## src/source/tmu_params.svh

```systemverilog
/*
 * Widths and screen bounds for the vertical interpolation stage.
 * Quotients and remainders are one bit narrower than coordinates.
 * The clip bounds are fixed at build time.
 */
`ifndef TMU_PARAMS_SVH
`define TMU_PARAMS_SVH

// Texture coordinate width
`define TMU_COORD_W 18

// Divider quotient and remainder width
`define TMU_QR_W 17

// Square height and point counter width
`define TMU_SQH_W 11

// Signed destination pixel coordinates
`define TMU_PIX_W 12

// Visible screen area, points outside are dropped
`define TMU_HRES 640
`define TMU_VRES 480

`endif

```

## src/source/tmu_pkg.sv

```systemverilog
/*
 * Types shared along the vertical interpolation chain.
 * Destination coordinates are signed; texture coordinates wrap modulo 2^18.
 */
`include "tmu_params.svh"

package tmu_pkg;

	// One mesh column as it enters the stage
	typedef struct packed {
		logic [`TMU_COORD_W-1:0] ax;
		logic [`TMU_COORD_W-1:0] ay;
		logic [`TMU_COORD_W-1:0] bx;
		logic [`TMU_COORD_W-1:0] by;
		logic [`TMU_COORD_W-1:0] cx;
		logic [`TMU_COORD_W-1:0] cy;
		logic [`TMU_COORD_W-1:0] dx;
		logic [`TMU_COORD_W-1:0] dy;
		logic signed [`TMU_PIX_W-1:0] drx;
		logic signed [`TMU_PIX_W-1:0] dry;
	} column_t;

	// Per-edge step, magnitude split into quotient and remainder
	typedef struct packed {
		logic positive;
		logic [`TMU_QR_W-1:0] q;
		logic [`TMU_QR_W-1:0] r;
	} step_t;

	// Divider results handed to the column walker
	typedef struct packed {
		logic [`TMU_COORD_W-1:0] ax;
		logic [`TMU_COORD_W-1:0] ay;
		logic [`TMU_COORD_W-1:0] bx;
		logic [`TMU_COORD_W-1:0] by;
		step_t cx;
		step_t cy;
		step_t dx;
		step_t dy;
		logic signed [`TMU_PIX_W-1:0] drx;
		logic signed [`TMU_PIX_W-1:0] dry;
	} interp_op_t;

	// One interpolated point, also the output fragment
	typedef struct packed {
		logic signed [`TMU_PIX_W-1:0] x;
		logic signed [`TMU_PIX_W-1:0] y;
		logic [`TMU_COORD_W-1:0] tsx;
		logic [`TMU_COORD_W-1:0] tsy;
		logic [`TMU_COORD_W-1:0] tex;
		logic [`TMU_COORD_W-1:0] tey;
	} fragment_t;

	typedef enum logic [1:0] {
		DIV_IDLE,
		DIV_RUN,
		DIV_DONE
	} div_state_e;

	typedef enum logic {
		WALK_IDLE,
		WALK_BUSY
	} walk_state_e;

endpackage

```

## src/source/tmu_clip.sv

```systemverilog
/*
 * One register stage that drops points outside the screen.
 * Off-screen points are accepted and discarded in the same cycle.
 * Bounds come from TMU_HRES and TMU_VRES.
 */
`timescale 1ns/1ns
`include "tmu_params.svh"

module tmu_clip import tmu_pkg::*; (
	input  logic sys_clk,
	input  logic sys_rst,
	input  logic stb_i,
	output logic ack_o,
	input  fragment_t point,
	output logic stb_o,
	input  logic ack_i,
	output fragment_t frag,
	output logic busy
);

	logic full;
	logic on_screen;
	logic keep;

	// Negative coordinates show up as a set sign bit
	assign on_screen = ~point.x[`TMU_PIX_W-1]
		& ~point.y[`TMU_PIX_W-1]
		& (point.x < `TMU_HRES)
		& (point.y < `TMU_VRES);

	// Register free, or being drained this cycle
	assign ack_o = ~full | ack_i;
	assign keep = stb_i & ack_o & on_screen;

	always_ff @(posedge sys_clk) begin
		if (sys_rst)
			full <= 1'b0;
		else if (ack_o)
			full <= stb_i & on_screen;
	end

	always_ff @(posedge sys_clk) begin
		if (keep)
			frag <= point;
	end

	assign stb_o = full;
	assign busy = full;

endmodule

```

## src/source/tmu_edge_interp.sv

```systemverilog
/*
 * Error-accumulating interpolator along one edge.
 * Point k is init +/- floor(k*m/divisor), wrapping modulo 2^18.
 * divisor must stay constant between load and the last step.
 */
`timescale 1ns/1ns
`include "tmu_params.svh"

module tmu_edge_interp import tmu_pkg::*; (
	input  logic sys_clk,
	input  logic load,
	input  logic next_point,
	input  logic [`TMU_COORD_W-1:0] init,
	input  step_t step,
	input  logic [`TMU_SQH_W-1:0] divisor,
	output logic [`TMU_COORD_W-1:0] o
);

	localparam int ERR_W = `TMU_QR_W + 1;

	logic [ERR_W-1:0] err;
	logic [ERR_W-1:0] err_sum;
	logic [ERR_W-1:0] divisor_ext;
	logic correct;
	logic [`TMU_COORD_W-1:0] delta;

	assign divisor_ext = {{(ERR_W-`TMU_SQH_W){1'b0}}, divisor};

	// Remainder piles up until it is worth one more unit
	assign err_sum = err + {1'b0, step.r};
	assign correct = (err_sum >= divisor_ext);
	assign delta = {1'b0, step.q} + {{(`TMU_COORD_W-1){1'b0}}, correct};

	always_ff @(posedge sys_clk) begin
		if (load) begin
			o <= init;
			err <= '0;
		end else if (next_point) begin
			if (step.positive)
				o <= o + delta;
			else
				o <= o - delta;
			if (correct)
				err <= err_sum - divisor_ext;
			else
				err <= err_sum;
		end
	end

endmodule

```

## src/source/tmu_vdivops.sv

```systemverilog
/*
 * Four restoring dividers in lockstep, one quotient bit per cycle.
 * squareh must be nonzero and held while busy. Results for squareh = 1
 * with a -2^17 difference are not meaningful but are never stepped.
 */
`timescale 1ns/1ns
`include "tmu_params.svh"

module tmu_vdivops import tmu_pkg::*; (
	input  logic sys_clk,
	input  logic sys_rst,
	input  logic stb_i,
	output logic ack_o,
	input  column_t col,
	input  logic [`TMU_SQH_W-1:0] squareh,
	output logic stb_o,
	input  logic ack_i,
	output interp_op_t op,
	output logic busy
);

	localparam int CNT_W = $clog2(`TMU_QR_W);
	localparam logic [CNT_W-1:0] LAST_STEP = CNT_W'(`TMU_QR_W - 1);

	div_state_e state;
	logic [CNT_W-1:0] step_cnt;
	logic accept;

	logic [`TMU_COORD_W-1:0] diff [4];
	logic [`TMU_COORD_W-1:0] mag [4];
	logic [`TMU_SQH_W:0] trial [4];
	logic [`TMU_SQH_W-1:0] rem_next [4];
	logic [3:0] q_bit;

	logic [3:0] positive_r;
	logic [`TMU_QR_W-1:0] quot [4];
	logic [`TMU_SQH_W-1:0] rem [4];
	logic [`TMU_COORD_W-1:0] ax_r, ay_r, bx_r, by_r;
	logic signed [`TMU_PIX_W-1:0] drx_r, dry_r;

	assign ack_o = (state == DIV_IDLE);
	assign stb_o = (state == DIV_DONE);
	assign busy = (state != DIV_IDLE);
	assign accept = stb_i & ack_o;

	always_comb begin
		// Vertical edge differences, left edge then right edge
		diff[0] = col.cx - col.ax;
		diff[1] = col.cy - col.ay;
		diff[2] = col.dx - col.bx;
		diff[3] = col.dy - col.by;
		for (int i = 0; i < 4; i++) begin
			mag[i] = diff[i][`TMU_COORD_W-1] ? -diff[i] : diff[i];
			trial[i] = {rem[i], quot[i][`TMU_QR_W-1]};
			if (trial[i] >= {1'b0, squareh}) begin
				rem_next[i] = trial[i][`TMU_SQH_W-1:0] - squareh;
				q_bit[i] = 1'b1;
			end else begin
				rem_next[i] = trial[i][`TMU_SQH_W-1:0];
				q_bit[i] = 1'b0;
			end
		end
	end

	always_ff @(posedge sys_clk) begin
		if (sys_rst) begin
			state <= DIV_IDLE;
			step_cnt <= '0;
		end else begin
			case (state)
				DIV_IDLE: if (accept) begin
					state <= DIV_RUN;
					step_cnt <= '0;
				end
				DIV_RUN: begin
					step_cnt <= step_cnt + 1'b1;
					if (step_cnt == LAST_STEP)
						state <= DIV_DONE;
				end
				DIV_DONE: if (ack_i)
					state <= DIV_IDLE;
				default: state <= DIV_IDLE;
			endcase
		end
	end

	always_ff @(posedge sys_clk) begin
		if (accept) begin
			for (int i = 0; i < 4; i++) begin
				positive_r[i] <= ~diff[i][`TMU_COORD_W-1];
				// Magnitude MSB preloads the remainder, leaving 17 bits to shift
				rem[i] <= {{(`TMU_SQH_W-1){1'b0}}, mag[i][`TMU_COORD_W-1]};
				quot[i] <= mag[i][`TMU_QR_W-1:0];
			end
			ax_r <= col.ax;
			ay_r <= col.ay;
			bx_r <= col.bx;
			by_r <= col.by;
			drx_r <= col.drx;
			dry_r <= col.dry;
		end else if (state == DIV_RUN) begin
			for (int i = 0; i < 4; i++) begin
				rem[i] <= rem_next[i];
				quot[i] <= {quot[i][`TMU_QR_W-2:0], q_bit[i]};
			end
		end
	end

	function automatic step_t pack_step(input logic pos, input logic [`TMU_QR_W-1:0] q,
		input logic [`TMU_SQH_W-1:0] r);
		step_t s;
		s.positive = pos;
		s.q = q;
		s.r = {{(`TMU_QR_W-`TMU_SQH_W){1'b0}}, r};
		return s;
	endfunction

	always_comb begin
		op.ax = ax_r;
		op.ay = ay_r;
		op.bx = bx_r;
		op.by = by_r;
		op.cx = pack_step(positive_r[0], quot[0], rem[0]);
		op.cy = pack_step(positive_r[1], quot[1], rem[1]);
		op.dx = pack_step(positive_r[2], quot[2], rem[2]);
		op.dy = pack_step(positive_r[3], quot[3], rem[3]);
		op.drx = drx_r;
		op.dry = dry_r;
	end

endmodule

```

## src/source/tmu_vinterp.sv

```systemverilog
/*
 * Walks one column, emitting squareh points with y counting up.
 * x stays at drx. squareh must be nonzero and stable while busy.
 * Back-pressure on the output freezes all state.
 */
`timescale 1ns/1ns
`include "tmu_params.svh"

module tmu_vinterp import tmu_pkg::*; (
	input  logic sys_clk,
	input  logic sys_rst,
	input  logic stb_i,
	output logic ack_o,
	input  interp_op_t op,
	input  logic [`TMU_SQH_W-1:0] squareh,
	output logic stb_o,
	input  logic ack_i,
	output fragment_t point,
	output logic busy
);

	walk_state_e state;
	walk_state_e state_next;
	logic load;
	logic next_point;
	logic last_point;

	logic signed [`TMU_PIX_W-1:0] x;
	logic signed [`TMU_PIX_W-1:0] y;
	logic [`TMU_SQH_W-1:0] remaining;

	logic [`TMU_COORD_W-1:0] init_v [4];
	step_t step_r [4];
	logic [`TMU_COORD_W-1:0] coord [4];

	// Steps are held locally once the divider is released
	always_ff @(posedge sys_clk) begin
		if (load) begin
			step_r[0] <= op.cx;
			step_r[1] <= op.cy;
			step_r[2] <= op.dx;
			step_r[3] <= op.dy;
			x <= op.drx;
		end
	end

	always_comb begin
		init_v[0] = op.ax;
		init_v[1] = op.ay;
		init_v[2] = op.bx;
		init_v[3] = op.by;
	end

	for (genvar g = 0; g < 4; g++) begin : g_edge
		tmu_edge_interp u_interp (
			.sys_clk(sys_clk),
			.load(load),
			.next_point(next_point),
			.init(init_v[g]),
			.step(step_r[g]),
			.divisor(squareh),
			.o(coord[g])
		);
	end

	// y and point counter
	always_ff @(posedge sys_clk) begin
		if (load) begin
			y <= op.dry;
			remaining <= squareh - 1'b1;
		end else if (next_point) begin
			y <= y + 1'b1;
			remaining <= remaining - 1'b1;
		end
	end

	assign last_point = (remaining == '0);

	always_ff @(posedge sys_clk) begin
		if (sys_rst)
			state <= WALK_IDLE;
		else
			state <= state_next;
	end

	always_comb begin
		state_next = state;
		load = 1'b0;
		next_point = 1'b0;
		case (state)
			WALK_IDLE: if (stb_i) begin
				load = 1'b1;
				state_next = WALK_BUSY;
			end
			WALK_BUSY: if (ack_i) begin
				if (last_point)
					state_next = WALK_IDLE;
				else
					next_point = 1'b1;
			end
		endcase
	end

	assign ack_o = (state == WALK_IDLE);
	assign stb_o = (state == WALK_BUSY);
	assign busy = (state == WALK_BUSY);

	assign point = '{x: x, y: y, tsx: coord[0], tsy: coord[1], tex: coord[2], tey: coord[3]};

endmodule

```

## src/source/tmu_vpipe.sv

```systemverilog
/*
 * Vertical interpolation stage: divide, walk the column, clip.
 * squareh must be nonzero and stable whenever busy is high.
 */
`timescale 1ns/1ns
`include "tmu_params.svh"

module tmu_vpipe import tmu_pkg::*; (
	input  logic sys_clk,
	input  logic sys_rst,
	input  logic in_stb,
	output logic in_ack,
	input  column_t col,
	input  logic [`TMU_SQH_W-1:0] squareh,
	output logic out_stb,
	input  logic out_ack,
	output fragment_t frag,
	output logic busy
);

	// Divider to walker
	logic op_stb;
	logic op_ack;
	interp_op_t op;

	// Walker to clip
	logic pt_stb;
	logic pt_ack;
	fragment_t point;

	logic busy_div;
	logic busy_walk;
	logic busy_clip;

	tmu_vdivops u_vdivops (
		.sys_clk(sys_clk),
		.sys_rst(sys_rst),
		.stb_i(in_stb),
		.ack_o(in_ack),
		.col(col),
		.squareh(squareh),
		.stb_o(op_stb),
		.ack_i(op_ack),
		.op(op),
		.busy(busy_div)
	);

	tmu_vinterp u_vinterp (
		.sys_clk(sys_clk),
		.sys_rst(sys_rst),
		.stb_i(op_stb),
		.ack_o(op_ack),
		.op(op),
		.squareh(squareh),
		.stb_o(pt_stb),
		.ack_i(pt_ack),
		.point(point),
		.busy(busy_walk)
	);

	tmu_clip u_clip (
		.sys_clk(sys_clk),
		.sys_rst(sys_rst),
		.stb_i(pt_stb),
		.ack_o(pt_ack),
		.point(point),
		.stb_o(out_stb),
		.ack_i(out_ack),
		.frag(frag),
		.busy(busy_clip)
	);

	assign busy = busy_div | busy_walk | busy_clip;

endmodule

```

## config.mk

```make
export PLATFORM = sky130hd
export DESIGN_NAME = tmu_vpipe
export DESIGN_NICKNAME = d
export VERILOG_FILES = /design/src/source/tmu_pkg.sv /design/src/source/tmu_clip.sv /design/src/source/tmu_edge_interp.sv /design/src/source/tmu_vdivops.sv /design/src/source/tmu_vinterp.sv /design/src/source/tmu_vpipe.sv
export VERILOG_INCLUDE_DIRS = /design/src /design/src/source
export SDC_FILE = /design/constraint.sdc
export NUM_CORES = 1
export LEC_CHECK = 0
export BUFFER_PORTS_ARGS = -buffer_cell sky130_fd_sc_hd__buf_2
export CORE_MARGIN = 3
export CORE_UTILIZATION = 45
export CTS_CLUSTER_DIAMETER = 80
export DETAILED_ROUTE_END_ITERATION = 10
export PLACE_DENSITY = 0.74
export SYNTH_ARGS = -nofsm -noshare
export SYNTH_HDL_FRONTEND = slang
export SYNTH_HIERARCHICAL = 1
export SYNTH_SLANG_ARGS = --single-unit
```

## constraint.sdc

```tcl
create_clock -name sys_clk -period 13.89 [get_ports sys_clk]
set_input_delay 0.6945 -clock sys_clk [delete_from_list [all_inputs] [get_ports sys_clk]]
set_output_delay 0.6945 -clock sys_clk [all_outputs]
set_load 0.02 [all_outputs]
```

After elaboration in Yosys (flattened, before gate mapping)

Memories as Yosys holds them, arrays and structs flattened.
Index checks and enable logic that the tools add are counted.

Magnitude comparators: 10
$add $sub $neg: 36
Muxes and demuxes: 60
Bitwise operators: 26
Reductions and logical operators: 7
Equal/unequal tests: 6

Operators by type and width:

| cell                                                          | number |
|---|---|
| 2-to-1 mux 18 bit                                             | 20 |
| subtractor 18 bit                                             | 8 |
| 2-to-1 mux 11 bit                                             | 10 |
| adder 17 x 1 -> 18 bit                                        | 4 |
| adder 18 x 17 -> 18 bit                                       | 4 |
| adder 18 bit                                                  | 4 |
| >= comparator 18 x 11 -> 1 bit                                | 4 |
| negation 18 bit                                               | 4 |
| subtractor 18 x 11 -> 18 bit                                  | 4 |
| 2-to-1 mux 17 bit                                             | 4 |
| >= comparator 12 x 11 -> 1 bit                                | 4 |
| subtractor 11 bit                                             | 4 |
| 2-to-1 mux 12 bit                                             | 2 |
| subtractor 11 x 1 -> 11 bit (second input constant)           | 2 |
| 2-to-1 mux 1 bit                                              | 17 |
| adder 12 x 1 -> 12 bit (second input constant)                | 1 |
| less-than comparator 12 x 10 -> 1 bit (second input constant) | 1 |
| less-than comparator 12 x 11 -> 1 bit (second input constant) | 1 |
| zero test 11 bit                                              | 1 |
| OR 1 bit                                                      | 11 |
| one-hot mux 5 bit (2 select lines)                            | 1 |
| inverter 1 bit                                                | 8 |
| AND 1 bit                                                     | 7 |
| 2-to-1 mux 2 bit                                              | 3 |
| other kinds (13)                                              | 16 |

Bits in writable memories: 228
Register bits after elaboration: 384
Bits of input ports: 183
Output and inout bits: 99
Logic and storage cells: 176
Memories kept: 3

Memories:

| memory           | depth | bits a word | rd ports | clocked after Yosys merged registers in | write ports | RTL line          | RTL |
|---|---|---|---|---|---|---|---|
| u_vinterp.step_r | 4     | 29          | 4        | 0                                       | 4           | tmu_vinterp.sv:33 | `step_t step_r [4];` |
| u_vdivops.quot   | 4     | 17          | 4        | 0                                       | 4           | tmu_vdivops.sv:36 | `` logic [`TMU_QR_W-1:0] quot [4]; `` |
| u_vdivops.rem    | 4     | 11          | 4        | 0                                       | 4           | tmu_vdivops.sv:37 | `` logic [`TMU_SQH_W-1:0] rem [4]; `` |

Longest topological paths before layout

Gate-level depths: netlist (run 1).
An unclocked memory read counts as a cell.

Depth in word-level cells: 8
Depth in mapped cells: 35

Cells and area by module

The synthesis (run 1) kept the hierarchy.

Modules (own cells, without submodules):

| module                                              | cells each | seq. area each (sq um) | area each (sq um) | times used |
|---|---|---|---|---|
| tmu_vdivops                                         | 1633       | 6506.2                 | 15740.1           | 1 |
| tmu_edge_interp at u_vinterp.g_edge[0].u_interp ... | 625        | 900.9                  | 4944.7            | 3 |
| tmu_vinterp                                         | 295        | 5275.1                 | 6070.8            | 1 |
| tmu_edge_interp at u_vinterp.g_edge[1].u_interp     | 552        | 900.9                  | 4549.4            | 1 |
| tmu_clip                                            | 106        | 2902.8                 | 2964.1            | 1 |
| tmu_vpipe                                           | 1          | 0.0                    | 6.3               | 1 |

Least setup slack after synthesis (run 1)

No wires, ideal clock.

Path type: register -> register
From: memory u_vinterp/step_r[1][0] (netlist bit)
To: register u_vinterp.g_edge[1].u_interp.o[17], data pin
Period minus slack after synthesis: 7.394 ns
Cell stages (with the launch flop): 35
Data arrival time: 7.128 ns
Path buffers: 2
Library setup time: 0.266 ns
Setup slack: 6.496 ns
Cell sequence: edfxtp_1 > ha_1 > fa_1 > a21o_1 > a311o_1 > a21o_1 > a21oi_1 > o21bai_1 > a21oi_1 > xnor2_1 > ha_1 > and3_1 > o21ai_0 > and3_1 > and3_1 > nand3_4 > buf_6 > ha_1 > ha_1 > buf_2 > nand3_2 > o41ai_1 > nand3_1 > nor3b_2 > and3_1 > nand2_1 > mux2_1 > o22ai_1 > xor2_1 > ha_1 > or3_1 > a2111oi_0 > o31ai_1 > xnor2_1 > o21ai_0

RTL lines:

| what                 | RTL line              | RTL |
|---|---|---|
| start, declared      | tmu_vinterp.sv:33     |  |
| end signal, assigned | tmu_edge_interp.sv:36 | `o <= init;` |
| end signal, assigned | tmu_edge_interp.sv:40 | `o <= o + delta;` |
| end signal, assigned | tmu_edge_interp.sv:42 | `o <= o - delta;` |
| end, declared        | tmu_edge_interp.sv:16 | `` output logic [`TMU_COORD_W-1:0] o `` |

==> results.sh, run 1 <==
export IMPL_status="completed"
export IMPL_dieArea_um2=102000
export IMPL_finalNetCount=5190
export IMPL_timing_final_max_slew_violations=0
export IMPL_worst_setup_path_start_kind="flop"
export IMPL_criticalPathCategory="reg2reg"
export IMPL_detail_routed_net_length_per_standard_cell_um=17.9
export IMPL_post_synth_and_or_nand_nor_area_fraction=0.153
export IMPL_cell_types_with_the_highest_counts_after_synthesis="sky130_fd_sc_hd__edfxtp_1 (555), sky130_fd_sc_hd__nor2_1 (346), sky130_fd_sc_hd__nand2_1 (330)"
export IMPL_path_max_fanout=13
export IMPL_worst_hold_path_endpoint="u_vdivops/dry_r[4]"
export IMPL_timing_setup_tns_ns=0
export IMPL_clockRootBuffer="sky130_fd_sc_hd__clkbuf_16"
export IMPL_syn_inst=4462
export IMPL_cap_violations=0
export IMPL_placementRows=114
export IMPL_drt_first_iter_violations=2528
export IMPL_critical_path_max_stage_delay_ns=0.59
export IMPL_xor_xnor_portion_of_the_synthesized_cell_area=0.0803
export IMPL_static_leakage_power_nw=19.3
export IMPL_min_delay_start="col[4]"
export IMPL_crit_path_end_kind="flop"
export IMPL_pin_count_of_the_biggest_net_entering_global_routing=172
export IMPL_placed_cells_incl_taps=5877
export IMPL_synth_area_per_cell_um2=9.90
export IMPL_floorplan_die_width_um=319
export IMPL_fin_worst_skew_ns=0.0279
export IMPL_ctsLongestPathBuffers=3
export IMPL_synth_compound_area_share=0.188
export IMPL_detail_route_drc_violations=0
export IMPL_routed_wl_um=108000
export IMPL_synth_cell_area_um2=44200
export IMPL_globalRoute_totalOverflow=0
export IMPL_total_power_mw=8.35
export IMPL_hold_viol_final=0
export IMPL_timing_critical_path_arrival_ns=8.79
export IMPL_cp_data_required_time_ns=14.22
export IMPL_holdPathStages=1
export IMPL_synth_enable_flop_cells=555
export IMPL_worst_slew_pin_slew_ns=1.15
export IMPL_reg2reg_from="u_vinterp/step_r[3][1]"
export IMPL_final_design_area_no_fill_um2=49000
export IMPL_core_area_um2=97000
export IMPL_design_portCount=282
export IMPL_cts_hold_repair_buffers=0
export IMPL_hold_path_class="in2reg"
export IMPL_ctsResizeCount=0
export IMPL_number_of_search_and_repair_iterations_in_the_first_detailed_routing_pass=5
export IMPL_ys_async_sr_fraction=0
export IMPL_reg2regPathDepth=32
export IMPL_power_density_cell_area_nw_per_um2=170
export IMPL_drt_antenna_violating_nets=0
export IMPL_area_growth_synth_to_final_pct=10.9
export IMPL_slew_headroom=0.230
export IMPL_cts_sinks=636
export IMPL_grt_usage=0.203
export IMPL_ys_flop_type="sky130_fd_sc_hd__edfxtp_1"
export IMPL_critPathMostFrequentCell="sky130_fd_sc_hd__ha_1"
export IMPL_detailed_place_area_um2=46500
export IMPL_achievable_frequency_mhz=118
export IMPL_synth_area_in_adders=0.0975
export IMPL_synth_top_family_by_area="compound AO/OA/AOI/OAI gates"
export IMPL_synth_top_cells_by_area="sky130_fd_sc_hd__edfxtp_1 (38%), sky130_fd_sc_hd__ha_1 (8.8%), sky130_fd_sc_hd__xnor2_1 (4.7%)"
export IMPL_clk_latency_ns=0.63
export IMPL_clk_pin_slew_ns=0.06
export IMPL_core_util_final=0.505
export IMPL_die_h_um=319
export IMPL_antenna_found_initial=4
export IMPL_cts_post_setup_buffers_inserted=0
export IMPL_peakVddDrop_mv=0.0944
export IMPL_drive_gt1_frac=0.122
export IMPL_synth_distinct_cells=122
export IMPL_vias=34500
export IMPL_portBuffers=281
export IMPL_r2r_end="u_vinterp/g_edge[3].u_interp/o[16]"
export IMPL_numCtsBuffers=72
export IMPL_yosys_warnings=6
export IMPL_r2r_slack_ns=5.43
export IMPL_yosys_area_top_type="sky130_fd_sc_hd__edfxtp_1"
export IMPL_place_gp_congestion=0.908
export IMPL_grt_first_pass_wirelength_um=171000
export IMPL_synth_ff_latch_count=636
export IMPL_first_global_vias=33000
export IMPL_count_of_placed_standard_cells_in_the_final_layout_fillers_left_out=6012
export IMPL_timing_final_crit_share=0.609
export IMPL_cpMaxStageDelayCell="sky130_fd_sc_hd__a2111oi_0"
export IMPL_netlist_area_leader_share=0.377
export IMPL_synth_mux_area_fraction=0.0253
export IMPL_h_tree_depth=3
export IMPL_tritoncts="built"
export IMPL_start_util=0.455
export IMPL_final_count_of_negative_setup_slack_endpoints=0
export IMPL_synthMostInstantiatedCell="sky130_fd_sc_hd__edfxtp_1"
export IMPL_time_the_final_worst_path_needs_with_i_o_delays_and_setup_ns=8.46
export IMPL_unrepaired_setup_endpoints_after_global_routing="no"
export IMPL_vias_per_cell=5.75
export IMPL_detailed_place_hpwl_um=78700
export IMPL_synth_sequential_area_ratio=0.414
==> logic make-up (layout without fill, tap and decap cells) <==
| kind of cell | Yosys count | count (layout) |
|---|---|---|
| other | 1 | 27 |
| and+or+nand+nor | 1313 | 1313 |
| AOI/OAI and AO/OA | 1231 | 1231 |
| muxes | 107 | 107 |
| buffers and inverters | 438 | 686 |
| adders and majority gates | 332 | 332 |
| xor gates and xnor gates | 404 | 404 |
| DFF | 636 | 636 |
==> final cells by class <==
type / count / area [um2]
clock buffer: 93 / 1990
fill: 8661 / 48000
sequential: 636 / 18300
multi-input combinational: 3411 / 24100
tap: 1276 / 1600
clock inverter: 39 / 458
antenna: 3 / 7.51
timing repair buffer: 294 / 1530
inverter: 260 / 988
==> worst max-delay path: cells and delay by family (launching register included) <==
family / cells / cell delay (ns)
compound gates: 18 / 4.22
fa+ha+maj: 5 / 1.61
simple gates: 5 / 1.29
flops: 1 / 0.42
xor+xnor: 2 / 0.32
buf+inv: 1 / 0.17
mux: 1 / 0.13
==> power by group <==
| group | total (mW) | switching (mW) | internal (mW) | leakage [nW] |
|---|---|---|---|---|
| logic | 3.76 | 2.22 | 1.54 | 12.3 |
| registers | 2.62 | 0.169 | 2.45 | 5.86 |
| clock network | 1.96 | 0.804 | 1.16 | 1.16 |
==> through the flow <==
stage	hold slack (ns)	setup WS, ns
5_1_grt	0.208	4.54
2_1_floorplan	0.400	6.50
3_3_place_gp	0.401	5.68
3_5_place_dp	0.405	5.56
6_report	0.243	5.43
4_1_cts	0.199	5.49
==> cell usage in the layout (no fill, tap or decap), types with 77 or more instances in the layout <==
master / synthesis / final
sky130_fd_sc_hd__mux2i_1: 77 / 77
sky130_fd_sc_hd__nor2_1: 346 / 345
sky130_fd_sc_hd__o21ai_0: 252 / 251
sky130_fd_sc_hd__nor3_1: 104 / 104
sky130_fd_sc_hd__edfxtp_1: 555 / 555
sky130_fd_sc_hd__xnor2_1: 235 / 235
sky130_fd_sc_hd__inv_1: 256 / 253
sky130_fd_sc_hd__a21o_1: 105 / 105
sky130_fd_sc_hd__nand2_1: 330 / 330
sky130_fd_sc_hd__xor2_1: 168 / 168
sky130_fd_sc_hd__a21oi_1: 299 / 299
sky130_fd_sc_hd__buf_2: 19 / 281
sky130_fd_sc_hd__ha_1: 312 / 312
sky130_fd_sc_hd__nand3_1: 99 / 99
sky130_fd_sc_hd__dfxtp_1: 81 / 81
==> state kept, by name, summed over array words and instances (netlist names), 44 cells and up <==
signal / count
u_vinterp/step_r: 140
u_clip/frag: 96
u_vinterp/g_edge.u_interp/err: 72
u_vinterp/g_edge.u_interp/o: 72
u_vdivops/quot: 68
u_vdivops/rem: 44
==> metal layers <==
| metal | up-vias | wire, um | track usage |
|---|---|---|---|
| met3 | 156 | 5160 | 0.0254 |
| li1 | 17000 | - | - |
| met2 | 870 | 51600 | 0.346 |
| met1 | 16500 | 48300 | 0.271 |
| met4 | 0 | 2640 | 0.0631 |
| met5 | - | 0 | 0 |
==> worst max path at each step <==
stage                                 from  depth (start not counted)  slack, ns                            endpoint
global route        u_vinterp/step_r[0][1]                         32       4.54  u_vinterp/g_edge[0].u_interp/o[16]
CTS                 u_vinterp/step_r[3][1]                         32       5.49  u_vinterp/g_edge[3].u_interp/o[16]
global placement    u_vinterp/step_r[2][1]                         32       5.68  u_vinterp/g_edge[2].u_interp/o[16]
floorplan           u_vinterp/step_r[1][0]                         34       6.50  u_vinterp/g_edge[1].u_interp/o[17]
detailed placement  u_vinterp/step_r[3][1]                         32       5.56  u_vinterp/g_edge[3].u_interp/o[16]
finish              u_vinterp/step_r[3][1]                         32       5.43  u_vinterp/g_edge[3].u_interp/o[16]
Power figures use the tool's default switching activity.
==> inputs of run 2 (changes only) <==
ABC_AREA = 1   (was unset)
clock period = 8.4 ns   (was 13.89 ns; I/O delays follow)
==> results.sh, run 2 <==
export IMPL_yosys_warnings=6
export IMPL_detailed_place_hpwl_um=96000
export IMPL_final_cell_mix="sky130_fd_sc_hd__nand2_1 (1974), sky130_fd_sc_hd__inv_1 (920), sky130_fd_sc_hd__edfxtp_1 (555)"
export IMPL_clk_latency_ns=0.64
export IMPL_total_power_mw=13.4
export IMPL_fin_worst_skew_ns=0.0421
export IMPL_clk_pin_slew_ns=0.06
export IMPL_ys_flop_type="sky130_fd_sc_hd__edfxtp_1"
export IMPL_n_fill_cell=9694
export IMPL_pwr_share_comb=0.439
export IMPL_first_global_vias=39600
export IMPL_pin_count_of_the_biggest_net_entering_global_routing=122
export IMPL_cts_post_setup_buffers_inserted=0
export IMPL_relative_contribution_of_the_clock_network_to_total_power=0.243
export IMPL_synth_distinct_cells=60
export IMPL_cp_data_required_time_ns=8.78
export IMPL_worst_slew_pin_slew_ns=1.18
export IMPL_cell_types_with_the_highest_counts_after_synthesis="sky130_fd_sc_hd__nand2_1 (1974), sky130_fd_sc_hd__inv_1 (921), sky130_fd_sc_hd__edfxtp_1 (555)"
export IMPL_area_growth_synth_to_final_pct=13.1
export IMPL_critical_path_max_stage_delay_ns=0.46
export IMPL_antenna_found_initial=3
export IMPL_cap_violations=0
export IMPL_cts_sinks=636
export IMPL_dieArea_um2=108000
export IMPL_netlist_area_leader_share=0.355
export IMPL_numCtsBuffers=75
export IMPL_final_count_of_negative_setup_slack_endpoints=0
export IMPL_time_the_final_worst_path_needs_with_i_o_delays_and_setup_ns=6.99
export IMPL_start_util=0.457
export IMPL_top_registers="u_vinterp/step_r (140), u_clip/frag (96)"
export IMPL_synthMostInstantiatedCell="sky130_fd_sc_hd__nand2_1"
export IMPL_yosys_area_top_type="sky130_fd_sc_hd__edfxtp_1"
export IMPL_routed_wl_um=126000
export IMPL_timing_final_crit_share=0.833
export IMPL_syn_inst=6208
export IMPL_floorplan_die_width_um=329
export IMPL_p_sw_mw=5.44
export IMPL_synth_ff_latch_count=636
export IMPL_synth_area_in_adders=0.0917
export IMPL_timing_critical_path_arrival_ns=7.38
export IMPL_synth_enable_flop_cells=555
export IMPL_wl_met1_um=56000
export IMPL_grt_usage=0.228
export IMPL_drt_antenna_violating_nets=0
export IMPL_internal_power_mw=7.95
export IMPL_number_of_search_and_repair_iterations_in_the_first_detailed_routing_pass=6
export IMPL_status="completed"
export IMPL_timing_setup_tns_ns=0
export IMPL_detail_route_drc_violations=0
export IMPL_synth_mux_area_fraction=0
export IMPL_hold_worst_slack_ns=0.0485
export IMPL_sw_frac_of_total=0.406
export IMPL_globalRoute_totalOverflow=0
export IMPL_achievable_frequency_mhz=143
export IMPL_top_register="u_vinterp/step_r"
export IMPL_layout_cells_most_common="sky130_fd_sc_hd__nand2_1"
export IMPL_critPathMostFrequentCell="sky130_fd_sc_hd__nand2_1"
export IMPL_design_portCount=282
export IMPL_place_gp_congestion=0.929
export IMPL_core_area_um2=103000
export IMPL_synth_compound_area_share=0.0747
export IMPL_largest_register_ff_count=140
export IMPL_synth_cell_area_um2=46900
export IMPL_criticalPathCategory="reg2reg"
export IMPL_synth_top_cells_by_area="sky130_fd_sc_hd__edfxtp_1 (36%), sky130_fd_sc_hd__nand2_1 (16%), sky130_fd_sc_hd__ha_1 (8.3%)"
export IMPL_h_tree_depth=3
export IMPL_synth_top_family_by_area="simple AND/OR/NAND/NOR gates"
export IMPL_portBuffers=281
export IMPL_tritoncts="built"
export IMPL_peakVddDrop_mv=0.151
export IMPL_xor_xnor_portion_of_the_synthesized_cell_area=0.0472
export IMPL_timing_final_max_slew_violations=0
export IMPL_sequentialPowerShare=0.318
export IMPL_hold_viol_final=0
export IMPL_drive_gt1_frac=0.104
export IMPL_ys_async_sr_fraction=0
export IMPL_count_of_placed_standard_cells_in_the_final_layout_fillers_left_out=8020
export IMPL_path_max_fanout=19
export IMPL_hold_path_class="in2reg"
export IMPL_vias_per_cell=5.15
export IMPL_cpMaxStageDelayCell="sky130_fd_sc_hd__o311ai_0"
export IMPL_synth_area_per_cell_um2=7.56
export IMPL_worst_setup_path_start_kind="flop"
export IMPL_static_leakage_power_nw=25.7
export IMPL_grt_first_pass_wirelength_um=201000
export IMPL_placementRows=117
export IMPL_detail_routed_net_length_per_standard_cell_um=15.7
export IMPL_finalNetCount=7099
export IMPL_synth_sequential_area_ratio=0.390
export IMPL_placed_cells_incl_taps=7784
export IMPL_power_density_cell_area_nw_per_um2=252
export IMPL_slew_headroom=0.210
export IMPL_unrepaired_setup_endpoints_after_global_routing="no"
export IMPL_die_h_um=329
export IMPL_core_util_final=0.517
export IMPL_wl_met2_um=60200
export IMPL_topRoutingLayerUsed="met4"
export IMPL_drt_first_iter_violations=3103
export IMPL_wl_met3_um=6040
export IMPL_clockRootBuffer="sky130_fd_sc_hd__clkbuf_16"
export IMPL_ctsResizeCount=0
export IMPL_vias=41300
export IMPL_ctsLongestPathBuffers=3
export IMPL_crit_path_end_kind="flop"
export IMPL_post_synth_and_or_nand_nor_area_fraction=0.306
==> run 2: per-layer routing <==
| layer | vias up | GRT usage |
|---|---|---|
| li1 | 20900 | - |
| met1 | 19000 | 0.297 |
| met2 | 1142 | 0.396 |
| met3 | 219 | 0.0248 |
| met4 | 0 | 0.0725 |
| met5 | - | 0 |
==> run 2: kinds of logic after synthesis <==
logic type | after synthesis
AOI/OAI and AO/OA | 629
xor gates and xnor gates | 253
adders and majority gates | 332
buffers and inverters | 1078
DFF | 636
other | 1
and+or+nand+nor | 3279
==> run 2: final timing paths <==
kind         depth (start not counted)                            endpoint  slack [ns]              startpoint
max                                 36  u_vinterp/g_edge[0].u_interp/o[17]        1.41  u_vinterp/step_r[0][0]
min                                  1                   u_vdivops/ax_r[3]        0.05                col[153]
max reg2reg                         36  u_vinterp/g_edge[0].u_interp/o[17]        1.41  u_vinterp/step_r[0][0]
min reg2reg                          0                     u_clip/frag[84]        0.42          u_vinterp/x[0]
==> run 2: power groups by stage <==
| stage | Clock [mW] | Combinational, mW | Sequential [mW] |
|---|---|---|---|
| after CTS | 3.33 | 5.82 | 4.25 |
| after floorplan | 0 | 4.60 | 4.20 |
| after global placement | 0 | 5.65 | 4.30 |
| after global routing | 3.46 | 6.66 | 4.30 |
| final | 3.25 | 5.88 | 4.25 |
| after detailed placement | 0 | 5.75 | 4.31 |
==> run 2: final cells by class <==
type	count	area (um2)	share of cell area
Antenna cell	5	12.5	0.000236
Clock inverter	40	370	0.00698
Tap cell	1368	1710	0.0323
Sequential cell	636	18300	0.345
Multi-Input combinational cell	4517	24500	0.462
Timing Repair Buffer	389	2470	0.0465
Inverter	965	3630	0.0684
Clock buffer	100	2080	0.0393
==> run 2: worst max-delay path: cells and delay by family (launching register included) <==
kind	cells	cell delay (ns)
buffers and inverters	2	0.14
AOI/OAI and AO/OA	3	0.76
adders and majority gates	7	2.18
xor gates and xnor gates	2	0.38
DFF	1	0.36
and+or+nand+nor	22	2.87
==> run 2: metrics by stage <==
stage / instance area [um2] / worst slack, ns
after floorplan: 47000 / 1.86
after global placement: 49700 / 1.75
after detailed placement: 49700 / 1.53
after CTS: 53100 / 1.49
after global routing: 53100 / 0.742
final: 53100 / 1.41
==> run 2: repair_timing <==
item / CTS / global route
endpoints found under the setup margin: 0 / 0
hold buffers: 91 / 0
hold endpoints to repair: 91 / 0
